### src/cpu_pkg.sv
package cpu_pkg;

    // datapath widths
    localparam int XLEN      = 32;
    localparam int REG_IDX_W = 4;
    localparam int IMM_W     = 16;

    typedef logic [XLEN-1:0]      word_t;
    typedef logic [REG_IDX_W-1:0] reg_idx_t;

    // stores to this byte address go to the display register
    localparam word_t DISPLAY_ADDR = 32'hFFFF_FFFC;

    // instruction bits 31..28
    typedef enum logic [3:0] {
        OP_ALU  = 4'h0,
        OP_ADDI = 4'h1,
        OP_LUI  = 4'h2,
        OP_LW   = 4'h3,
        OP_SW   = 4'h4,
        OP_BEQ  = 4'h5,
        OP_BNE  = 4'h6,
        OP_JAL  = 4'h7,
        OP_JR   = 4'h8,
        OP_HALT = 4'hF
    } opcode_e;

    // instruction bits 3..0 for OP_ALU
    typedef enum logic [3:0] {
        ALU_ADD = 4'h0,
        ALU_SUB = 4'h1,
        ALU_AND = 4'h2,
        ALU_OR  = 4'h3,
        ALU_XOR = 4'h4,
        ALU_SLL = 4'h5,
        ALU_SRL = 4'h6,
        ALU_SLT = 4'h7
    } alu_op_e;

    typedef struct packed {
        opcode_e  opcode;
        alu_op_e  alu_op;
        reg_idx_t rd;
        reg_idx_t rs;
        reg_idx_t rt;
        word_t    imm;
    } decoded_t;

endpackage
### src/alu.sv
`timescale 1ns/1ps

module alu (
    input  cpu_pkg::word_t   a,
    input  cpu_pkg::word_t   b,
    input  cpu_pkg::alu_op_e op,
    output cpu_pkg::word_t   result
);
    import cpu_pkg::*;

    logic [4:0] shamt;
    logic       less;

    assign shamt = b[4:0];
    // signed compare for SLT
    assign less  = $signed(a) < $signed(b);

    always_comb begin
        case (op)
            ALU_ADD: result = a + b;
            ALU_SUB: result = a - b;
            ALU_AND: result = a & b;
            ALU_OR:  result = a | b;
            ALU_XOR: result = a ^ b;
            ALU_SLL: result = a << shamt;
            ALU_SRL: result = a >> shamt;
            ALU_SLT: result = {{(XLEN - 1){1'b0}}, less};
            default: result = '0;
        endcase
    end

endmodule

### config.mk
export PLATFORM = sky130hd
export DESIGN_NAME = alu
export DESIGN_NICKNAME = d
export VERILOG_FILES = /design/src/cpu_pkg.sv /design/src/alu.sv
export SDC_FILE = /design/constraint.sdc
export NUM_CORES = 1
export LEC_CHECK = 0
export ABC_AREA = 0
export BUFFER_PORTS_ARGS = -buffer_cell sky130_fd_sc_hd__buf_2
export CAP_MARGIN = 25
export CELL_PAD_IN_SITES_DETAIL_PLACEMENT = 0
export CELL_PAD_IN_SITES_GLOBAL_PLACEMENT = 1
export CORE_ASPECT_RATIO = 0.8
export CORE_MARGIN = 2
export CORE_UTILIZATION = 40
export DETAILED_ROUTE_END_ITERATION = 8
export PLACE_DENSITY_LB_ADDON = 0.1
export SYNTH_ARGS = -nofsm -noshare
export SYNTH_HDL_FRONTEND = slang
export SYNTH_SLANG_ARGS = --single-unit
### constraint.sdc
create_clock -name vclk -period 9
set_clock_uncertainty 0.1 [all_clocks]
set_input_delay 0 -clock vclk [all_inputs]
set_output_delay 0 -clock vclk [all_outputs]
set_load 0.03 [all_outputs]
# [Yosys cells after proc, flatten, opt, wreduce, memory -nomap -nowiden]
# Index checks and enable logic that the tools add are counted.
[op_classes] add_sub_neg=2 n_lt_le_gt_ge=1 eq_ne=7 n_shift=2 n_mux=1 n_bitwise=3 reduce_logical=1
[ops] operator="case mux 32 bit (8 select lines)" n=1
[ops] operator="adder 32 bit" n=1
[ops] operator="AND 32 bit" n=1
[ops] operator="< comparator 32 bit" n=1
[ops] operator="OR 32 bit" n=1
[ops] operator="left shift 32 x 5 -> 32 bit" n=1
[ops] operator="right shift 32 x 5 -> 32 bit" n=1
[ops] operator="subtractor 32 bit" n=1
[ops] operator="XOR 32 bit" n=1
[ops] operator="equality test 4 x 3 -> 1 bit (second input constant)" n=4
[ops] operator="equality test 4 x 2 -> 1 bit (second input constant)" n=2
[ops] operator="equality test 4 x 1 -> 1 bit (second input constant)" n=1
[ops] operator="zero test 4 bit" n=1
[word_totals] register_bits=0 out_inout_bits=32 word_cells=17

# [Depth between registers and ports, before layout]
[logic_depth] depth_word=2 ltp_mapped=16 depth_no_buf=14

# [Worst setup path before layout]
# Ideal clock, no wire load.
[synth_path] path_kind="input-to-output" startpoint="input b[2]" endpoint="output result[0]" arrival_ps=3799 required_ps=8900 slack_ps=5101 path_stages=15 cell_sequence="inv_1 -> buf_1 -> clkbuf_1 -> clkbuf_1 -> ha_1 -> nor2b_1 -> o211ai_1 -> a2111oi_0 -> a211o_1 -> o21ai_1 -> a21oi_2 -> a21oi_1 -> o21ai_0 -> mux2i_1 -> o21ai_0"
[synth_between] elab_chain_len=2
[synth_rtl] element="start: declaration" line_no="alu.sv:5" text="input cpu_pkg::word_t b,"
[synth_rtl] element="< comparator 32 bit, or another cell as far along" line_no="alu.sv:16" text="assign less = $signed(a) < $signed(b);"
[synth_rtl] element="case mux 32 bit (8 select lines) (*)" line_no="alu.sv:19" text="case (op)"
[synth_rtl] element="end: declaration" line_no="alu.sv:7" text="output cpu_pkg::word_t result"
# Every way passes the cells marked *; elsewhere a longest branch is shown, timed or not.

# [Worst setup path after layout]
[layout_path] startpoint="input b[0]" endpoint="output result[0]"
[layout_between] elab_chain_len=2
[layout_rtl] element="subtractor 32 bit, or another cell as far along" line_no="alu.sv:21" text="ALU_SUB: result = a - b;"
[layout_rtl] element="case mux 32 bit (8 select lines) (*)" line_no="alu.sv:19"
# Marks and branches as above.

==> reports/qor.txt <==
worst vdd ir: 0.0279 mV
# DRC: 0
Final ANT Viol Nets: 0
synth cell count leaders: nor2_1, o21ai_0, a21oi_1
Core Footprint: 19700 µm²
Pwr Total: 595 µW
multi-input logic area: 7230 µm²
global route overflow: 0
synth top area cells: ha_1, o21ai_0, nor2_1
layout cells sized above 1: 0.132
die area: 21100 µm²
Setup violations, final: 0
Avg WL per Cell: 25.0 µm
final worst path period share: 0.454
Hold-fix buffers, CTS: 0
1st-iter DRT viols: 1202
vias in the first global route: 8569
status: completed
Post-Route WL: 37400 µm
largest net degree at the start of global routing: 69
unrepaired setup endpoints after global routing: false
Synth area leader: ha_1
first-pass GRT wire length: 54800 µm
DP HPWL: 30100 µm
max capacitance violation total: 0
Req. time, crit path: 8.90 ns
Final Hold Fails: 0
via density per instance: 6.45
initial antenna violation count: 1
Setup Fix Bufs, Post-CTS: 0
Mapped Area: 7980 µm²
Synth top area share: 0.166
syn nets: 1389
cts repair resizes: 0
GPL Wtd Cong: 1.03
crit path kind: primary input to output pin
number of detailed-route iterations in the first pass: 5
total track usage: 0.341
post-route met1 wirelength: 18100 µm
detailed-route via count: 9669
met2 wire length: 14600 µm
Netlist cell types: 73
die width: 162 µm
Mean Syn Cell Area: 6.58 µm²
Worst setup SP type: primary input
setup TNS: 0 ns
DR top layer: met5
slew margin rel.: 0.307
clock buffer count: 0
sequential cell count: 0
Final Slew Violations: 0
maximum clock rate: 245 MHz
Worst Tran Pin Value: 1.04 ns
sequential area share after synthesis: 0
nets: 1412
Ys Warns: 0
Cell Pwr Density: 69.7 nW/µm²
Layout area overhead: 7.09%
Worst Path Arrival: 3.98 ns
met3 wire len: 3890 µm
Worst setup EP type: output pin
starting density of the core: 0.405
Die Height: 130 µm
Fillers: 2212
I/O pin count: 100
crit-path max FO: 60
Mapped Cells: 1213
sequential cell area: 0 µm²
Port Buffers: 100
Tightest Hold Check Type: primary input to output pin
count leader, synth: nor2_1
minimum clock period: 4.08 ns
Pleak: 0.00384 µW
FP Rows: 46
## cells by family after synthesis
| group | synth area share |
|---|---|
| compound gates | 0.378 |
| simple gates | 0.182 |
| buf+inv | 0.0946 |
| fa+ha+maj | 0.171 |
| mux | 0.145 |
| xor+xnor | 0.0296 |
## layout make-up
| type | instances | share of cell area |
|---|---|---|
| multi-input cells | 1023 | 0.846 |
| inverters | 95 | 0.0420 |
| diodes | 1 | 0.000293 |
| repair buffers | 116 | 0.0729 |
| well taps | 264 | 0.0387 |
## critical path, cell delays in order
cell and delay (ns):
buf_2 0.08, buf_4 0.54, ha_1 0.30, inv_1 0.06, fa_1 0.38, nor2b_1 0.18
o211ai_1 0.32, a2111oi_0 0.17, a211o_1 0.35, o21ai_1 0.27, a21oi_2 0.14, a21oi_1 0.20
o21ai_0 0.15, mux2i_1 0.20, o21ai_0 0.36, buf_2 0.27
## per-layer routing
metal | global-route usage | vias to the layer above
met3 | 0.0782 | 53
li1 | - | 4479
met4 | 0.0661 | 2
met2 | 0.466 | 481
met1 | 0.531 | 4654
met5 | 0.0205 | -
## through the flow
step,worst slack [ns],utilization,cell area [µm²],instances,hold WS (ns)
2_1_floorplan,5.10,-,7980,1213,0.276
3_3_place_gp,5.12,0.434,8540,1498,0.516
3_5_place_dp,5.05,0.434,8540,1498,0.510
4_1_cts,5.03,0.434,8540,1498,0.510
5_1_grt,4.85,0.434,8540,1499,0.531
6_report,4.92,0.434,8540,1499,0.547
## power breakdown
group	total, µW	internal, µW	leakage, µW	switching, µW
sequential	0	0	0	0
combinational	595	194	0.00384	401
clock	0.0000150	0.0000150	0.00000000634	0
## worst paths after layout
| check | startpoint | endpoint | cells past startpoint |
|---|---|---|---|
| setup / recovery | b[0] | result[0] | 16 |
| hold / removal | op[1] | result[0] | 4 |
## cell usage in the layout, fill, tap and decap left out, types with 16 or more instances in the layout
master / instances
a211oi_1: 17
a21oi_1: 114
a221oi_1: 16
a22oi_1: 28
buf_2: 99
buf_4: 17
ha_1: 106
inv_1: 92
mux2i_1: 57
mux4_2: 25
nand2_1: 92
nor2_1: 153
nor3_1: 16
o211ai_1: 33
o21ai_0: 133
xnor2_1: 23
No activity file was read; power rests on OpenSTA's default activity.
