--- config.mk ---
export PLATFORM = sky130hd
export DESIGN_NAME = registers
export DESIGN_NICKNAME = d
export VERILOG_FILES = /design/src/cpu_pkg.sv /design/src/registers.sv
export SDC_FILE = /design/constraint.sdc
export NUM_CORES = 1
export LEC_CHECK = 0
export BUFFER_PORTS_ARGS = -buffer_cell sky130_fd_sc_hd__buf_2
export CAP_MARGIN = 30
export CORE_ASPECT_RATIO = 0.8
export CORE_MARGIN = 3
export CORE_UTILIZATION = 56
export DETAILED_ROUTE_END_ITERATION = 7
export PLACE_DENSITY = 0.76
export SYNTH_ARGS = -nofsm -noshare
export SYNTH_HDL_FRONTEND = slang
export SYNTH_SLANG_ARGS = --single-unit
--- constraint.sdc ---
create_clock -name clk -period 1.64 [get_ports clk]
set_input_delay 0.082 -clock clk [delete_from_list [all_inputs] [get_ports clk]]
set_output_delay 0.082 -clock clk [all_outputs]
set_load 0.02 [all_outputs]
--- src/cpu_pkg.sv ---
package cpu_pkg;

    // datapath widths
    localparam int XLEN      = 32;
    localparam int REG_IDX_W = 4;
    localparam int IMM_W     = 16;

    typedef logic [XLEN-1:0]      word_t;
    typedef logic [REG_IDX_W-1:0] reg_idx_t;

    // stores to this byte address go to the display register
    localparam word_t DISPLAY_ADDR = 32'hFFFF_FFFC;

    // instruction bits 31..28
    typedef enum logic [3:0] {
        OP_ALU  = 4'h0,
        OP_ADDI = 4'h1,
        OP_LUI  = 4'h2,
        OP_LW   = 4'h3,
        OP_SW   = 4'h4,
        OP_BEQ  = 4'h5,
        OP_BNE  = 4'h6,
        OP_JAL  = 4'h7,
        OP_JR   = 4'h8,
        OP_HALT = 4'hF
    } opcode_e;

    // instruction bits 3..0 for OP_ALU
    typedef enum logic [3:0] {
        ALU_ADD = 4'h0,
        ALU_SUB = 4'h1,
        ALU_AND = 4'h2,
        ALU_OR  = 4'h3,
        ALU_XOR = 4'h4,
        ALU_SLL = 4'h5,
        ALU_SRL = 4'h6,
        ALU_SLT = 4'h7
    } alu_op_e;

    typedef struct packed {
        opcode_e  opcode;
        alu_op_e  alu_op;
        reg_idx_t rd;
        reg_idx_t rs;
        reg_idx_t rt;
        word_t    imm;
    } decoded_t;

endpackage
--- src/registers.sv ---
`timescale 1ns/1ps

module registers (
    input  logic             clk,
    input  logic             reset,
    input  cpu_pkg::reg_idx_t rs_idx,
    input  cpu_pkg::reg_idx_t rt_idx,
    output cpu_pkg::word_t    rs_data,
    output cpu_pkg::word_t    rt_data,
    input  logic             wr_en,
    input  cpu_pkg::reg_idx_t wr_idx,
    input  cpu_pkg::word_t    wr_data
);
    import cpu_pkg::*;

    word_t regs [2**REG_IDX_W];

    // r0 is never written so it keeps its reset value
    always_ff @(posedge clk) begin
        if (reset) begin
            for (int i = 0; i < 2**REG_IDX_W; i++) begin
                regs[i] <= '0;
            end
        end else if (wr_en && wr_idx != '0) begin
            regs[wr_idx] <= wr_data;
        end
    end

    assign rs_data = regs[rs_idx];
    assign rt_data = regs[rt_idx];

endmodule

### After elaboration in Yosys (flattened, before gate mapping)

Memories as Yosys holds them, arrays and structs flattened.
Cells that the tools add are included.

* input bits: 47
* memories: 1
* register bits after elaboration: 0
* logic and storage cells: 12
* bits in writable memories: 512
* output and inout bits: 64

* muxes and demuxes: 8
* reductions and logical operators: 3

Memory list
* regs: depth 16, width 32, rd ports 2, clocked after Yosys merged registers in 0, wr ports 16, RTL line registers.sv:16 `word_t regs [2**REG_IDX_W];`

Operators by type and width (number)
* $mux 32: 1
* $reduce_or 32->1: 1
* $mux 1: 6
* $mux 4: 1
* $reduce_bool 4->1: 1
* $logic_and 1x1->1: 1

### Depth between registers and ports, before layout

* depth after elaboration: 7
* gate-level depth with buffers: 5
* gate-level depth less buffers: 3

### Least setup slack after synthesis

OpenSTA, ideal clock, no wires.

* path kind: input -> register
* start point: in reset
* end point: mem regs[1][0] in the netlist's numbering (enable)
* path buffers: 1
* data required time: 1.265 ns
* setup slack: -0.107 ns
* stages on the path: 4
* arrival time: 1.372 ns
* cell sequence: buf_2 or4b_4 nor2_4 or2_2

RTL lines
* from (decl): RTL line registers.sv:5 `input logic reset,`
* to (decl): RTL line registers.sv:16

==> impl_metrics.ini <==
[yosys]
synth_compound_area_share_pct = 3.65
syn_area_per_cell_um2 = 15.9
synth_top_family_by_area = multiplexers
synth_fa_ha_area_share_pct = 0
postSynthCellCount = 1652
synth_xor_area_share_pct = 0
ys_seq_elements = 512
synth.yosys.seq_area_share_pct = 58.4
yosys.area_share.simple_pct = 13.5
synth_cell_types = 21
synth_edf_count = 512
synth-async-reset-ratio_pct = 0
syn_area_um2 = 26300
ys_warn_count = 0
synth.mux.area_fraction_pct = 21.9
synthFlopType = edfxtp_1

[grt]
grt_pass1_wl_um = 114000
grt_max_degree = 39
antenna_found_initial = 2
grtUsageTotal_pct = 31.5
grt_pass1_vias = 17495
grt.overflow.total = 0

[timing]
grt_setup_unrepaired = yes
final.min_clock_period_ns = 2.14
final.setup.worst_slack_ns = -0.504
fmaxAchievable_mhz = 466
finalSetupViolations = 64
final-max-slew-violation-count = 0
hold_viol_final = 0
finalCritPeriodShare_pct = 131

[cells_and_area]
fill_cells = 3004
final_nets = 1883
finalNonFillerCells = 2482
fin_util_pct = 69.1
area_growth_pct = 20.9
top_register = regs
reg.largest.list = regs x512
drive_gt1_share_pct = 39.1
largest_register_ffs = 512

[worst_setup_path]
cp_top_family = multiplexers
critical_path_class = flop to output pin
cp-start-kind = flop
crit_fanout = 2
required_ns = 1.56
path_buf_inv = 1
crit_arrival_ns = 2.06
cpPeakStageDelay_ns = 0.51
worstPathCellList = mux4_2 > a22oi_2 > nand2_2 > buf_6
cp-end-kind = output pin
slowest_stage = mux4_2

[power_and_ir_drop]
pwr-share-clk_pct = 36.1
p_switching_mw = 7.77
power_frac_comb_pct = 15.0
max-vdd-ir-drop_v = 0.000929
p_int_mw = 24.1
power_frac_seq_pct = 48.9
leakagePower_nw = 11.1
switching_share_pct = 24.4
pwr_density_cell_nw_per_um2 = 1000

[floorplanning]
rows = 70
fp.dieH_um = 200
dieArea_um2 = 49700
core_um2 = 46100
io_pins = 111
die_width_um = 248
start_util_pct = 57.2

[routing]
dr_wl_met3_um = 8640
route.met2.wl_um = 37600
drc = 0
vias = 16793
postRouteAntennaNets = 0
highest_layer = met4
drt-met1-wl_um = 28300
drt-total-wl_um = 77000
post_drt_via_cell_ratio = 6.77
drtIter0Drc = 2079
avgRoutedWirePerCell_um = 31.0
drtPass1Iterations = 6

[placement]
gp_congestion = 0.855
dp.cells = 2364
port_buffers = 110
place_hpwl_um = 46400

[clocking]
clk_pin_slew_worst_paths_ns = 0.06
clk_path_buf_depth = 3
cts_made_buffers = 50
cts_tree = built
h-tree-depth = 2
cts-root-buf = clkbuf_16
cts.sinks = 512

[hold_path]
whs_path_depth = 2
min_path_type = input port to flop
min_from = reset
whs_endpoint = regs[0][26]

[run_status]
status = finished with violations
violations = negative setup slack

[run]
drv_cap = 0
[cells by family (layout without fill, tap and decap cells)]
kind of cell / after synthesis / after routing
flip-flops: 512 / 512
other: 1 / 34
AND/OR/NAND/NOR: 589 / 589
buffers and inverters: 166 / 351
multiplexers: 256 / 256
AO/OA/AOI/OAI: 128 / 128
[cell type report]
type                    count  area [um^2]  share of cell area [%]
flip-flops and latches    512        15400                    48.3
multi-input cells        1005        11100                    34.9
repair buffers            267         3000                    9.42
clock buffers              59         1310                    4.10
well taps                 612          766                    2.41
clock inverters            25          279                   0.877
diodes                      2         5.00                  0.0157
[metal layers]
metal	vias to the layer above	track usage (%)
met1	8715	42.4
met3	176	6.71
met5	-	0
met2	1144	52.2
li1	6758	-
met4	0	10.7
[synth_stat cells (4+ instances only)]
master | number | area share [%]
edfxtp_1 | 512 | 58
and2_1 | 482 | 11
mux4_2 | 256 | 22
a22oi_1 | 128 | 3.6
clkbuf_1 | 115 | 1.6
nand2_1 | 65 | 0.93
buf_2 | 30 | 0.57
or2_2 | 15 | 0.36
nor2_1 | 11 | 0.16
buf_1 | 9 | 0.13
clkbuf_2 | 9 | 0.17
nor2b_1 | 4 | 0.095
[cell usage in the layout, fill, tap and decap left out, types with 11 or more instances in the layout]
cell type,n
buf_6,59
edfxtp_1,512
nand2_2,20
and2_1,480
a22oi_1,20
buf_4,62
buf_12,64
or2_2,11
dlygate4sd3_1,32
nand2_1,42
mux4_2,256
clkbuf_16,51
a22oi_2,108
conb_1,32
buf_2,48
[stage by stage]
step | hold slack (ns) | setup TNS [ns] | worst slack [ns] | power, mW | cell area (um^2)
finish | 0.154 | -23.77 | -0.504 | 31.8 | 31800
global placement | 0.527 | -2.76 | -0.0846 | 19.8 | 28900
CTS | 0.112 | -24.84 | -0.463 | 31.8 | 31700
detailed placement | 0.526 | -4.25 | -0.143 | 19.9 | 28900
floorplan | 0.280 | -3.42 | -0.107 | 18.2 | 26500
global route | 0.124 | -27.87 | -0.536 | 32.7 | 31800
[power by group through the flow]
stage	registers, mW	clock network, mW	logic [mW]
after CTS	15.6	11.6	4.66
final	15.6	11.5	4.77
after floorplan	15.7	0	2.50
after detailed placement	15.8	0	4.08
after global placement	15.7	0	4.02
after global routing	15.6	12.1	4.98
[worst max-delay path by stage]
stage | slack (ns) | startpoint | cells past startpoint | to
floorplan | -0.11 | reset | 4 | regs[1][0]
global placement | -0.08 | rs_idx[0] | 6 | rs_data[19]
detailed placement | -0.14 | rs_idx[0] | 6 | rs_data[19]
CTS | -0.46 | regs[15][20] | 4 | rt_data[20]
global route | -0.54 | regs[12][20] | 4 | rt_data[20]
finish | -0.50 | regs[15][20] | 4 | rt_data[20]
[repair_timing]
item / in CTS / in global routing
resized for setup: 212 / 37
pin swaps: 127 / 28
buffers inserted: 0 / 0
hold endpoints to repair: 477 / 0
hold buffers: 32 / 0
setup endpoints to repair: 64 / 64
No activity file was read; power rests on OpenSTA's default activity.
