**src/cpu_pkg.sv**
```systemverilog
package cpu_pkg;

    // datapath widths
    localparam int XLEN      = 32;
    localparam int REG_IDX_W = 4;
    localparam int IMM_W     = 16;

    typedef logic [XLEN-1:0]      word_t;
    typedef logic [REG_IDX_W-1:0] reg_idx_t;

    // stores to this byte address go to the display register
    localparam word_t DISPLAY_ADDR = 32'hFFFF_FFFC;

    // instruction bits 31..28
    typedef enum logic [3:0] {
        OP_ALU  = 4'h0,
        OP_ADDI = 4'h1,
        OP_LUI  = 4'h2,
        OP_LW   = 4'h3,
        OP_SW   = 4'h4,
        OP_BEQ  = 4'h5,
        OP_BNE  = 4'h6,
        OP_JAL  = 4'h7,
        OP_JR   = 4'h8,
        OP_HALT = 4'hF
    } opcode_e;

    // instruction bits 3..0 for OP_ALU
    typedef enum logic [3:0] {
        ALU_ADD = 4'h0,
        ALU_SUB = 4'h1,
        ALU_AND = 4'h2,
        ALU_OR  = 4'h3,
        ALU_XOR = 4'h4,
        ALU_SLL = 4'h5,
        ALU_SRL = 4'h6,
        ALU_SLT = 4'h7
    } alu_op_e;

    typedef struct packed {
        opcode_e  opcode;
        alu_op_e  alu_op;
        reg_idx_t rd;
        reg_idx_t rs;
        reg_idx_t rt;
        word_t    imm;
    } decoded_t;

endpackage
```
**src/cpu_ifs.sv**
```systemverilog
`timescale 1ns/1ps

// program upload path from the receiver into memory
interface upload_if;
    import cpu_pkg::*;

    logic       valid;
    word_t      addr;
    logic [7:0] data;
    // held high once the whole program is in memory
    logic       complete;

    modport source (output valid, output addr, output data, output complete);
    modport sink   (input valid, input addr, input data);
    modport core   (input complete);
endinterface


```
**src/upload_rx.sv**
```systemverilog
`timescale 1ns/1ps

module upload_rx #(
    parameter int CLKS_PER_BIT = 868,
    parameter int MEM_WORDS    = 256
) (
    input  logic clk,
    input  logic reset,
    input  logic rx,
    upload_if.source up
);
    import cpu_pkg::*;

    // the length byte can announce at most 255 words
    localparam int MAX_BYTES = (MEM_WORDS < 256) ? 4 * MEM_WORDS : 1020;
    localparam int REM_W     = $clog2(MAX_BYTES + 1);

    typedef enum logic [2:0] {IDLE, START, DATA, STOP, DONE} state_e;

    state_e           state;
    logic             rx_meta;
    logic             rx_sync;
    logic             rx_prev;
    logic             timer_en;
    logic             sample_tick;
    logic             bit_done;
    logic [2:0]       bit_idx;
    logic [7:0]       shreg;
    logic             have_len;
    logic [REM_W-1:0] remaining;
    logic [REM_W-1:0] len_bytes;
    word_t            next_addr;

    baud_timer #(.CLKS_PER_BIT(CLKS_PER_BIT)) timer (
        .clk        (clk),
        .reset      (reset),
        .enable     (timer_en),
        .sample_tick(sample_tick),
        .bit_done   (bit_done)
    );

    assign timer_en = (state == START) || (state == DATA) || (state == STOP);

    // byte count of the program, clipped to the memory size
    always_comb begin
        int n_bytes;
        n_bytes = 4 * int'(shreg);
        if (n_bytes > MAX_BYTES) begin
            n_bytes = MAX_BYTES;
        end
        len_bytes = REM_W'(n_bytes);
    end

    // two-flop synchronizer, idle line is high
    always_ff @(posedge clk) begin
        if (reset) begin
            rx_meta <= 1'b1;
            rx_sync <= 1'b1;
            rx_prev <= 1'b1;
        end else begin
            rx_meta <= rx;
            rx_sync <= rx_meta;
            rx_prev <= rx_sync;
        end
    end

    always_ff @(posedge clk) begin
        if (reset) begin
            state       <= IDLE;
            have_len    <= 1'b0;
            up.valid    <= 1'b0;
            up.complete <= 1'b0;
        end else begin
            up.valid <= 1'b0;
            case (state)
                IDLE: begin
                    if (rx_prev && !rx_sync) begin
                        state <= START;
                    end
                end
                START: begin
                    // glitch, not a real start bit
                    if (sample_tick && rx_sync) begin
                        state <= IDLE;
                    end else if (bit_done) begin
                        state   <= DATA;
                        bit_idx <= '0;
                    end
                end
                DATA: begin
                    if (sample_tick) begin
                        shreg <= {rx_sync, shreg[7:1]};
                    end
                    if (bit_done) begin
                        bit_idx <= bit_idx + 1'b1;
                        if (bit_idx == 3'd7) begin
                            state <= STOP;
                        end
                    end
                end
                STOP: begin
                    // back to idle at mid stop bit so the next start edge is seen
                    if (sample_tick) begin
                        state <= IDLE;
                        if (rx_sync && !have_len) begin
                            have_len  <= 1'b1;
                            remaining <= len_bytes;
                            next_addr <= '0;
                            if (len_bytes == '0) begin
                                state <= DONE;
                            end
                        end else if (rx_sync) begin
                            up.valid  <= 1'b1;
                            up.addr   <= next_addr;
                            up.data   <= shreg;
                            next_addr <= next_addr + 1'b1;
                            remaining <= remaining - 1'b1;
                            if (remaining == REM_W'(1)) begin
                                state <= DONE;
                            end
                        end
                    end
                end
                DONE: begin
                    up.complete <= 1'b1;
                end
                default: state <= IDLE;
            endcase
        end
    end

endmodule

```
**src/baud_timer.sv**
```systemverilog
`timescale 1ns/1ps

module baud_timer #(
    parameter int CLKS_PER_BIT = 868
) (
    input  logic clk,
    input  logic reset,
    input  logic enable,
    output logic sample_tick,
    output logic bit_done
);

    localparam int CNT_W = $clog2(CLKS_PER_BIT);
    localparam logic [CNT_W-1:0] HALF_COUNT = CNT_W'(CLKS_PER_BIT / 2);
    localparam logic [CNT_W-1:0] LAST_COUNT = CNT_W'(CLKS_PER_BIT - 1);

    logic [CNT_W-1:0] count;

    // restarts from zero whenever the receiver is idle
    always_ff @(posedge clk) begin
        if (reset || !enable) begin
            count <= '0;
        end else if (count == LAST_COUNT) begin
            count <= '0;
        end else begin
            count <= count + 1'b1;
        end
    end

    assign sample_tick = enable && (count == HALF_COUNT);
    assign bit_done    = enable && (count == LAST_COUNT);

endmodule

```
**src/flat_wrapper.sv**
```systemverilog
// flat-port wrapper written by rule: the top's interface ports become plain ports
module upload_rx_flat import cpu_pkg::*;
#(
    parameter int CLKS_PER_BIT = 868,
    parameter int MEM_WORDS    = 256
)
  (clk, reset, rx, up_valid, up_addr, up_data, up_complete);
  upload_if up_i ();
  input  logic clk;
  input  logic reset;
  input  logic rx;
  output wire logic [$bits(up_i.valid)-1:0] up_valid;
  output wire logic [$bits(up_i.addr)-1:0] up_addr;
  output wire logic [$bits(up_i.data)-1:0] up_data;
  output wire logic [$bits(up_i.complete)-1:0] up_complete;
  assign up_valid = up_i.valid;
  assign up_addr = up_i.addr;
  assign up_data = up_i.data;
  assign up_complete = up_i.complete;
  upload_rx #(.CLKS_PER_BIT(CLKS_PER_BIT), .MEM_WORDS(MEM_WORDS)) u_core (.clk(clk), .reset(reset), .rx(rx), .up(up_i));
endmodule
```
**config.mk**
```make
export PLATFORM = sky130hd
export DESIGN_NAME = upload_rx_flat
export DESIGN_NICKNAME = d
export VERILOG_FILES = /design/src/cpu_pkg.sv /design/src/cpu_ifs.sv /design/src/upload_rx.sv /design/src/baud_timer.sv /design/src/flat_wrapper.sv
export SDC_FILE = /design/constraint.sdc
export NUM_CORES = 1
export LEC_CHECK = 0
export ABC_CLOCK_PERIOD_IN_PS = 5800
export BUFFER_PORTS_ARGS = -buffer_cell sky130_fd_sc_hd__buf_2
export CORE_ASPECT_RATIO = 1.5
export CORE_MARGIN = 10
export CORE_UTILIZATION = 55
export CTS_BUF_LIST = sky130_fd_sc_hd__clkbuf_8
export DETAILED_ROUTE_END_ITERATION = 7
export GPL_ROUTABILITY_DRIVEN = 1
export PLACE_DENSITY = 0.78
export SETUP_SLACK_MARGIN = 0.2
export SYNTH_ARGS = -nofsm -noshare
export SYNTH_HDL_FRONTEND = slang
export SYNTH_SLANG_ARGS = --single-unit
```
**constraint.sdc**
```tcl
create_clock -name clk -period 5.8 [get_ports clk]
set_input_delay 0.87 -clock clk [delete_from_list [all_inputs] [get_ports clk]]
set_output_delay 0.87 -clock clk [all_outputs]
set_load 0.01 [all_outputs]
```
# After elaboration in Yosys (flattened, before gate mapping)

Cells that the tools add are included.
Widths: inputs -> output; s select.

Output and inout bits: 42
Input bits: 3
Bits in registers: 112

Multiplexer cells: 20
Reduce and logical (&&, ||, !) cells: 23
Add/subtract/negate cells: 4
Eq/ne operators: 15
Bitwise gates (word level): 5
Order comparisons: 1

Operators with widths:

| cell                  | count |
|---|---|
| $mux 3                | 13 |
| $add 32x1->32 const B | 1 |
| $mux 32               | 1 |
| $mux 10               | 3 |
| $pmux 3 s5            | 1 |
| $add 10x1->10 const B | 1 |
| $eq 10x1->1 const B   | 1 |
| $eq 10x10->1 const B  | 1 |
| $eq 10x9->1 const B   | 1 |
| $gt 10x10->1 const B  | 1 |
| $logic_not 10->1      | 1 |
| $reduce_and 5->1      | 2 |
| $sub 10x1->10 const B | 1 |
| $ne 2x1->1 const B    | 4 |
| $eq 3x2->1 const B    | 2 |
| $eq 3x3->1 const B    | 2 |
| $pmux 3 s2            | 1 |
| $reduce_and 3->1      | 2 |
| $reduce_and 6->1      | 1 |
| $logic_and 1x1->1     | 5 |
| $not 1->1             | 5 |
| $ne 2x2->1 const B    | 2 |
| $reduce_and 4->1      | 1 |
| $reduce_bool 2->1     | 2 |
| other kinds (9)       | 13 |

# Logic depth before layout (Yosys ltp)

Gate-level depths: netlist of the first run.

Depth after elaboration: 7
Depth in mapped cells: 7

# By module

A second synthesis of the first run with hierarchy kept.

Cell total of the unflattened synthesis: 393
Area total of the unflattened synthesis: 4,882.2 µm²

By module, submodules not included:

| module     | area each (µm²) | instances | cells each | sequential area each (µm²) |
|---|---|---|---|---|
| upload_rx  | 4,393.0         | 1         | 340        | 2,972.9 |
| baud_timer | 489.2           | 1         | 53         | 200.2 |

# Worst setup path before layout of the first run

Ideal clock, no wire load.

Path kind: register to register
From: reg u_core.state[0]
To: reg u_core.up.addr[0] (enable)
Clock period less this slack: 5.596 ns
Path buffers: 1
Data arrival time: 5.195 ns
Setup slack: 0.204 ns
Stages on the path, launching flop included: 6
Library setup time: 0.401 ns
Required time: 5.399 ns
Path through: dfxtp_1 clkbuf_1 nor2b_1 nand3_1 nor3_1 and2_1

Longest elaborated chain between the ends: 5
Elaborated cells between the ends (all ways): 7
Those cells by class: eq/ne: 3; reduce/logical: 4

Ends and longest elaborated chain:

| what                                            | line             | source |
|---|---|---|
| from (decl)                                     | upload_rx.sv:20  | `state_e state;` |
| from (signal assigned)                          | upload_rx.sv:69  | `state <= IDLE;` |
| from (signal assigned)                          | upload_rx.sv:78  | `state <= START;` |
| from (signal assigned)                          | upload_rx.sv:84  | `state <= IDLE;` |
| $eq 3x1->1 / $eq 3x2->1 (equally long branches) | upload_rx.sv:42  | `assign timer_en = (state == START) \|\| (state == DATA) \|\| (state == STOP);` |
| $logic_or 1x1->1 (2 in a row)                   | upload_rx.sv:42  |  |
| $logic_and 1x1->1                               | baud_timer.sv:30 | `assign sample_tick = enable && (count == HALF_COUNT);` |
| $reduce_and 5->1 (no line) *                    | --               |  |
| to (signal assigned)                            | upload_rx.sv:114 | `up.addr <= next_addr;` |
| to (decl)                                       | cpu_ifs.sv:13    | `modport source (output valid, output addr, output data, output complete);` |

Mark *: on every way between the ends. The rest lies on a longest branch, timed or not.
A chain may end at the register's enable or synchronous reset.

# Worst setup path after layout of the first run

From: reg u_core.timer.count[3]
To: reg u_core.up.data[2] (enable)

Longest elaborated chain between the ends: 3

Ends and longest elaborated chain:

| what                       | line             | source |
|---|---|---|
| from (decl)                | baud_timer.sv:17 | `logic [CNT_W-1:0] count;` |
| from (signal assigned)     | baud_timer.sv:26 | `count <= count + 1'b1;` |
| $eq 10x9->1                | baud_timer.sv:30 |  |
| $logic_and 1x1->1          | baud_timer.sv:30 |  |
| $reduce_and 5->1 (no line) | --               |  |
| to (signal assigned)       | upload_rx.sv:115 | `up.data <= shreg;` |
| to (decl)                  | cpu_ifs.sv:13    |  |

No other way between the ends.

==> qor.txt, run 1 <==
outcome -> complete, no violations
IO Port Bufs -> 44
WP buf/inv -> 0
routed vias/inst -> 5.94
max incr delay on CP -> 0.78 ns
Crit-path slowest cell -> and2_2
Post-synth ARST share -> 0%
DIE AREA -> 0.0131 sq mm
clk sinks -> 112
Post-synth EDFFs -> 93
post-synth top area cell -> edfxtp_1
final hold violation count -> 0
H-tree depth -> 3
Mapped Cells -> 389
nature of the critical path startpoint -> flop
initial antenna violation count -> 0
largest net degree at the start of global routing -> 50
Tcrit/Tclk final -> 41.6%
Core ar. -> 0.00852 sq mm
gr usage total -> 14.0%
CTS hold repair buffers -> 0
CTS tree -> yes
DP HPWL -> 6250 um
Ant. Diodes -> 0
CP Class -> flop to flop
Sum Neg Setup Slack -> 0 ns
num ports -> 45
WHS Endpoint -> u_core.rx_sync
via count -> 3200
power consumption -> 0.00133 W
Worst Hold Class -> flop to flop
Syn Nets -> 399
fin. max-slew vios -> 0
# rows -> 41
DR WL/cell -> 16.8 um
MaxCap Viol Count -> 0
hold wc startpoint -> u_core.rx_meta
Initial Util -> 56.9%
synthesis-to-finish area growth -> 9.86%
vias in the first global route -> 3071
Min-Delay Path Depth -> 1
Yosys cell types -> 43
reg2reg end -> u_core.up.data[2]
CTS Buffer Depth -> 2
post-CTS setup buffer count -> 0
top-count cell post-synth -> edfxtp_1
DRC viols -> 0
Post-Route WL -> 9070 um
Reg-to-Reg Start -> u_core.timer.count[3]
finished layout cell area -> 0.00533 sq mm
Cell Area, Synth -> 0.00485 sq mm
top cells by area, synth -> edfxtp_1, dfxtp_1, xor2_1, nor2_1, or4_1
delay-heaviest family, CP -> simple AND/OR/NAND/NOR gates
R2R depth -> 4
cells along the critical path -> nor3b_1 -> nand3_1 -> nor3_2 -> and2_2
Yosys top cell area share -> 57.6%
maximum vdd drop -> 0.000181 V
Crit. End Element -> flop
largest fanout on the critical path -> 40
register area share after synthesis -> 65.4%
RSZ-0062 raised after global routing -> false
path length in cells of the critical path -> 4
gpl congestion -> 0.807
clock slew at reported path FFs -> 0.09 ns
clk_skew -> 0.0107 ns
placed inst area -> 0.00514 sq mm
drt pass-1 iters -> 5
Mapped Avg Cell Area -> 12.5 sq um
data required time of the worst path -> 5.80 ns
Leak Pwr -> 1.74 nW
yosys warns -> 0
final setup fails -> 0
Crit path arrival time -> 2.42 ns
PwrDens -> 250 mW/mm^2
first-pass GRT wire length -> 15200 um
CTS root buffer -> clkbuf_8
nets@finish -> 437
DIE WIDTH -> 96.7 um
Clk Latency, worst-skew pair -> 0.38 ns
post-cts resize count -> 0
Slew @ Worst Pin -> 1.02 ns
worst reg2reg setup slack -> 3.39 ns
most frequent cells after synthesis -> edfxtp_1, nor2_1, nand2_1, a21oi_1, dfxtp_1
share of post-route cells with drive strength above 1 -> 16.0%
Iter 0 DRT Violations -> 185
Synth Register Bits -> 112
grt total ovfl -> 0
cts bufs inserted -> 9
Slew HR -> 31.6%
max frequency -> 415 MHz
ANT nets after route -> 0
Synth Flop Type -> edfxtp_1
die height -> 135 um
min cycle time layout -> 2.41 ns
[sequential cells by signal (all words and copies together), names as in the netlist]
name	cells
u_core.up.addr	32
u_core.bit_idx	3
u_core.up.valid	1
u_core.shreg	8
u_core.rx_meta	1
u_core.rx_sync	1
u_core.up.data	8
u_core.state	3
u_core.have_len	1
u_core.up.complete	1
u_core.timer.count	10
u_core.rx_prev	1
u_core.remaining	10
u_core.next_addr	32
[logic make-up (layout without fill, tap and decap cells)]
group                    Yosys count  after routing  share of synthesized area (%)
adder cells (fa/ha/maj)            7              7                           1.81
flip-flops                       112            112                           65.4
AO/OA/AOI/OAI                     59             59                           7.66
XOR/XNOR                          26             26                           4.70
multiplexers                       3              3                          0.619
AND/OR/NAND/NOR                  154            154                           17.3
buffers and inverters             28             71                           2.48
[report_power, final]
| group | switching (W) | total, W | internal, W |
|---|---|---|---|
| Clock | 0.000251 | 0.000446 | 0.000195 |
| Sequential | 0.00000264 | 0.000864 | 0.000861 |
| Combinational | 0.0000129 | 0.0000203 | 0.00000746 |
| Total | 0.000266 | 0.00133 | 0.00106 |
[area by class of cell]
| class | count | area, sq um |
|---|---|---|
| Sequential cell | 112 | 3170 |
| Multi-Input combinational cell | 249 | 1570 |
| Clock buffer | 9 | 124 |
| Timing Repair Buffer | 46 | 235 |
| Inverter | 9 | 33.8 |
| Fill cell | 685 | 3190 |
| Clock inverter | 7 | 62.6 |
| Tap cell | 107 | 134 |
[per-layer routing]
layer | track usage [%] | vias up | wire length, um | share of wire, %
li1 | - | 1541 | - | -
met1 | 15.7 | 1511 | 3630 | 40
met2 | 24.4 | 126 | 4660 | 51
met3 | 3.68 | 22 | 601 | 6.6
met4 | 6.00 | 0 | 191 | 2.1
met5 | 0 | - | 0 | 0
[metrics by stage]
stage          setup slack (ns)  std cells  utilization (%)  hold WS, ns
4_1_cts                    3.36        539             62.6        0.424
5_1_grt                    3.16        539             62.6        0.447
2_1_floorplan             0.204        389                -        0.389
3_5_place_dp               3.32        523             60.4        0.400
3_3_place_gp               3.39        523             60.4        0.399
6_report                   3.39        539             62.6        0.418
[cell usage in the layout, fill, tap and decap left out, types with 3 or more instances in the layout]
cell,Yosys,final
clkbuf_8,0,9
and2_1,5,4
mux2i_1,3,3
nand3_1,18,18
nand4_1,10,10
and3_1,7,7
nand2b_1,3,3
edfxtp_1,93,93
ha_1,7,7
nor2_1,34,34
buf_2,0,44
nor4_1,5,5
or3_1,3,3
xnor2_1,10,10
a21oi_1,22,22
o31ai_1,16,16
nand2_1,26,26
or2_2,4,4
xor2_1,16,16
inv_1,9,9
clkinv_1,0,3
or4_1,17,17
nor3_1,6,5
dfxtp_1,19,19
o21ai_0,11,11
[worst max path at each step]
stage / from / end
after CTS: u_core.timer.count[3] / u_core.up.addr[25]
final: u_core.timer.count[3] / u_core.up.data[2]
after global routing: u_core.timer.count[0] / u_core.bit_idx[1]
after detailed placement: reset / u_core.up.addr[14]
after floorplan: u_core.state[0] / u_core.up.addr[0]
after global placement: reset / u_core.up.addr[24]
Power figures use the tool's default switching activity.
==> run 2, diff against run 1 <==
Settings changed: ABC_CLOCK_PERIOD_IN_PS 5800 to 2300, PLACE_DENSITY 0.78 to 0.75.
Clock period 5.8 ns to 2.3 ns, I/O delays scaled along.
==> run 2 against run 1 <==
Clock-buffer cell count unchanged. Final cell count increased by 4.6%. Sequential power increased to 2.5 times the previous value. Critical path depth unchanged. Die area unchanged. Critical path type unchanged. Highest routed layer unchanged. Maximum frequency increased by 17%. Largest cell class unchanged. Non-clock buffer count increased by 24. First-iteration DRC count increased by 16%. Cell area increased by 5.8%. Clock power increased to 3.0 times the previous value.
==> qor.txt, run 2 (synthesized netlist as in run 1, its figures left out) <==
outcome -> complete, no violations
grt total ovfl -> 0 (unchanged)
share of post-route cells with drive strength above 1 -> 22.1% (+6.1 points)
Final Non-Filler Cells -> 564 (+4.6%)
IO Port Bufs -> 44 (unchanged)
Reg-to-Reg Start -> u_core.next_addr[7]
Iter 0 DRT Violations -> 214 (+16%)
DRC viols -> 0 (unchanged)
MaxCap Viol Count -> 0 (unchanged)
cts bufs inserted -> 9 (unchanged)
num ports -> 45 (unchanged)
Core ar. -> 0.00852 sq mm (unchanged)
final setup fails -> 0 (unchanged)
vias in the first global route -> 3280 (+6.8%)
initial antenna violation count -> 0 (unchanged)
synthesis-to-finish area growth -> 16.2%
CTS hold repair buffers -> 0 (unchanged)
Crit. End Element -> flop
Crit path arrival time -> 2.29 ns (-0.13 ns)
clock slew at reported path FFs -> 0.10 ns (about the same)
# rows -> 41 (unchanged)
H-tree depth -> 3 (unchanged)
Fin Hold WS -> 0.144 ns (-0.274 ns)
Post-Route WL -> 9880 um (+8.9%)
Worst Hold Class -> primary input to flop
DIE WIDTH -> 96.7 um (unchanged)
most frequent cells in the layout -> edfxtp_1, buf_2, nor2_1
nature of the critical path startpoint -> flop
drt pass-1 iters -> 5 (unchanged)
CTS tree -> yes
die height -> 135 um (unchanged)
pre-CTS setup slack -> 0.201 ns (-3.12 ns)
clk sinks -> 112 (unchanged)
PwrDens -> 639 mW/mm^2 (+160%)
Clk Latency, worst-skew pair -> 0.38 ns (about the same)
CTS Buffer Depth -> 2 (unchanged)
largest net degree at the start of global routing -> 26 (-48%)
Critical Path Source -> u_core.next_addr[7]
hold wc startpoint -> rx
nets@finish -> 462 (+5.7%)
Largest regs -> u_core.next_addr (32), u_core.up.addr (32)
final core utilization -> 66.2% (+3.6 points)
Slew @ Worst Pin -> 0.573 ns (-0.445 ns)
DIE AREA -> 0.0131 sq mm (unchanged)
largest fanout on the critical path -> 14 (-65%)
CTS root buffer -> clkbuf_8
Initial Util -> 56.9% (unchanged)
final hold violation count -> 0 (unchanged)
routed vias/inst -> 5.95 (+0.14%)
CP Class -> flop to flop
Ant. Diodes -> 0 (unchanged)
RSZ-0062 raised after global routing -> true
gpl congestion -> 0.803 (-0.41%)
clk_skew -> 0.0106 ns (-0.0000887 ns)
Sum Neg Setup Slack -> 0 ns (unchanged)
gr usage total -> 14.7% (+0.74 points)
data required time of the worst path -> 2.53 ns (-3.27 ns)
first-pass GRT wire length -> 15900 um (+4.9%)
max frequency -> 484 MHz (+17%)
worst setup margin -> 0.233 ns (-3.16 ns)
ANT nets after route -> 0 (unchanged)
Leak Pwr -> 1.92 nW (+10%)
DP HPWL -> 6540 um (+4.7%)
fin. max-slew vios -> 0 (unchanged)
min cycle time layout -> 2.07 ns (-0.345 ns)
via count -> 3353 (+4.8%)
Inst Count DP -> 535 (+2.3%)
Slew HR -> 61.5% (+30 points)
commonest non-fill, non-tap cell in the layout -> edfxtp_1
Tcrit/Tclk final -> 89.9% (+48 points)
DR WL/cell -> 17.5 um (+4.0%)
maximum vdd drop -> 0.000498 V (+180%)
run 2: changes by cell type in the layout (fill, tap and decap cells not counted), moves of 2 or more:
| cell | change |
|---|---|
| buf_12 | +3 |
| buf_4 | +21 |
| bufinv_16 | +2 |
| clkinv_1 | -3 |
run 2: layout make-up:
class                      count  area (sq um)
inverter                       9          33.8
clock buffer                   9           124
fill                         665          2880
timing repair buffer          70           453
tap                          107           134
multi-input combinational    250          1600
clock inverter                 7           111
sequential                   112          3170
run 2: final timing paths:
check	to	slack, ns	cells past startpoint
max	u_core.next_addr[27]	0.23	4
min	u_core.rx_meta	0.14	2
max reg2reg	u_core.next_addr[27]	0.23	4
min reg2reg	u_core.rx_sync	0.42	1
run 2: metrics by stage:
stage / cell area, sq um / power (W)
global placement: 5280 / 0.00228
CTS: 5550 / 0.00361
detailed placement: 5280 / 0.00228
global route: 5630 / 0.00369
floorplan: 4880 / 0.00227
finish: 5630 / 0.00360
run 2: power breakdown:
| group | switching [W] | leakage (nW) | total, W | internal, W |
|---|---|---|---|---|
| registers | 0.00000676 | 1.00 | 0.00218 | 0.00217 |
| clock network | 0.000649 | 0.117 | 0.00136 | 0.000715 |
| logic | 0.0000332 | 0.807 | 0.0000553 | 0.0000221 |
run 2: what timing repair did:
action / CTS / global route
setup buffers: 3 / 9
endpoints found under the setup margin: 4 / 17
pin swaps: 2 / 2
resized for setup: 1 / 1
cloned: 1 / 0
run 2: worst max-delay path: stages, from the launching register on:
cell and delay, ns:
edfxtp_1 0.42, nand3_2 0.14, or4_4 0.65, or4_1 0.54, a21oi_1 0.17
run 2: per-layer routing:
metal	vias to the layer above	global-route usage (%)	wire [um]
met2	121	26.8	5350
met5	-	0	0
met1	1618	15.4	3690
met3	17	3.98	634
li1	1597	-	-
met4	0	6.50	208
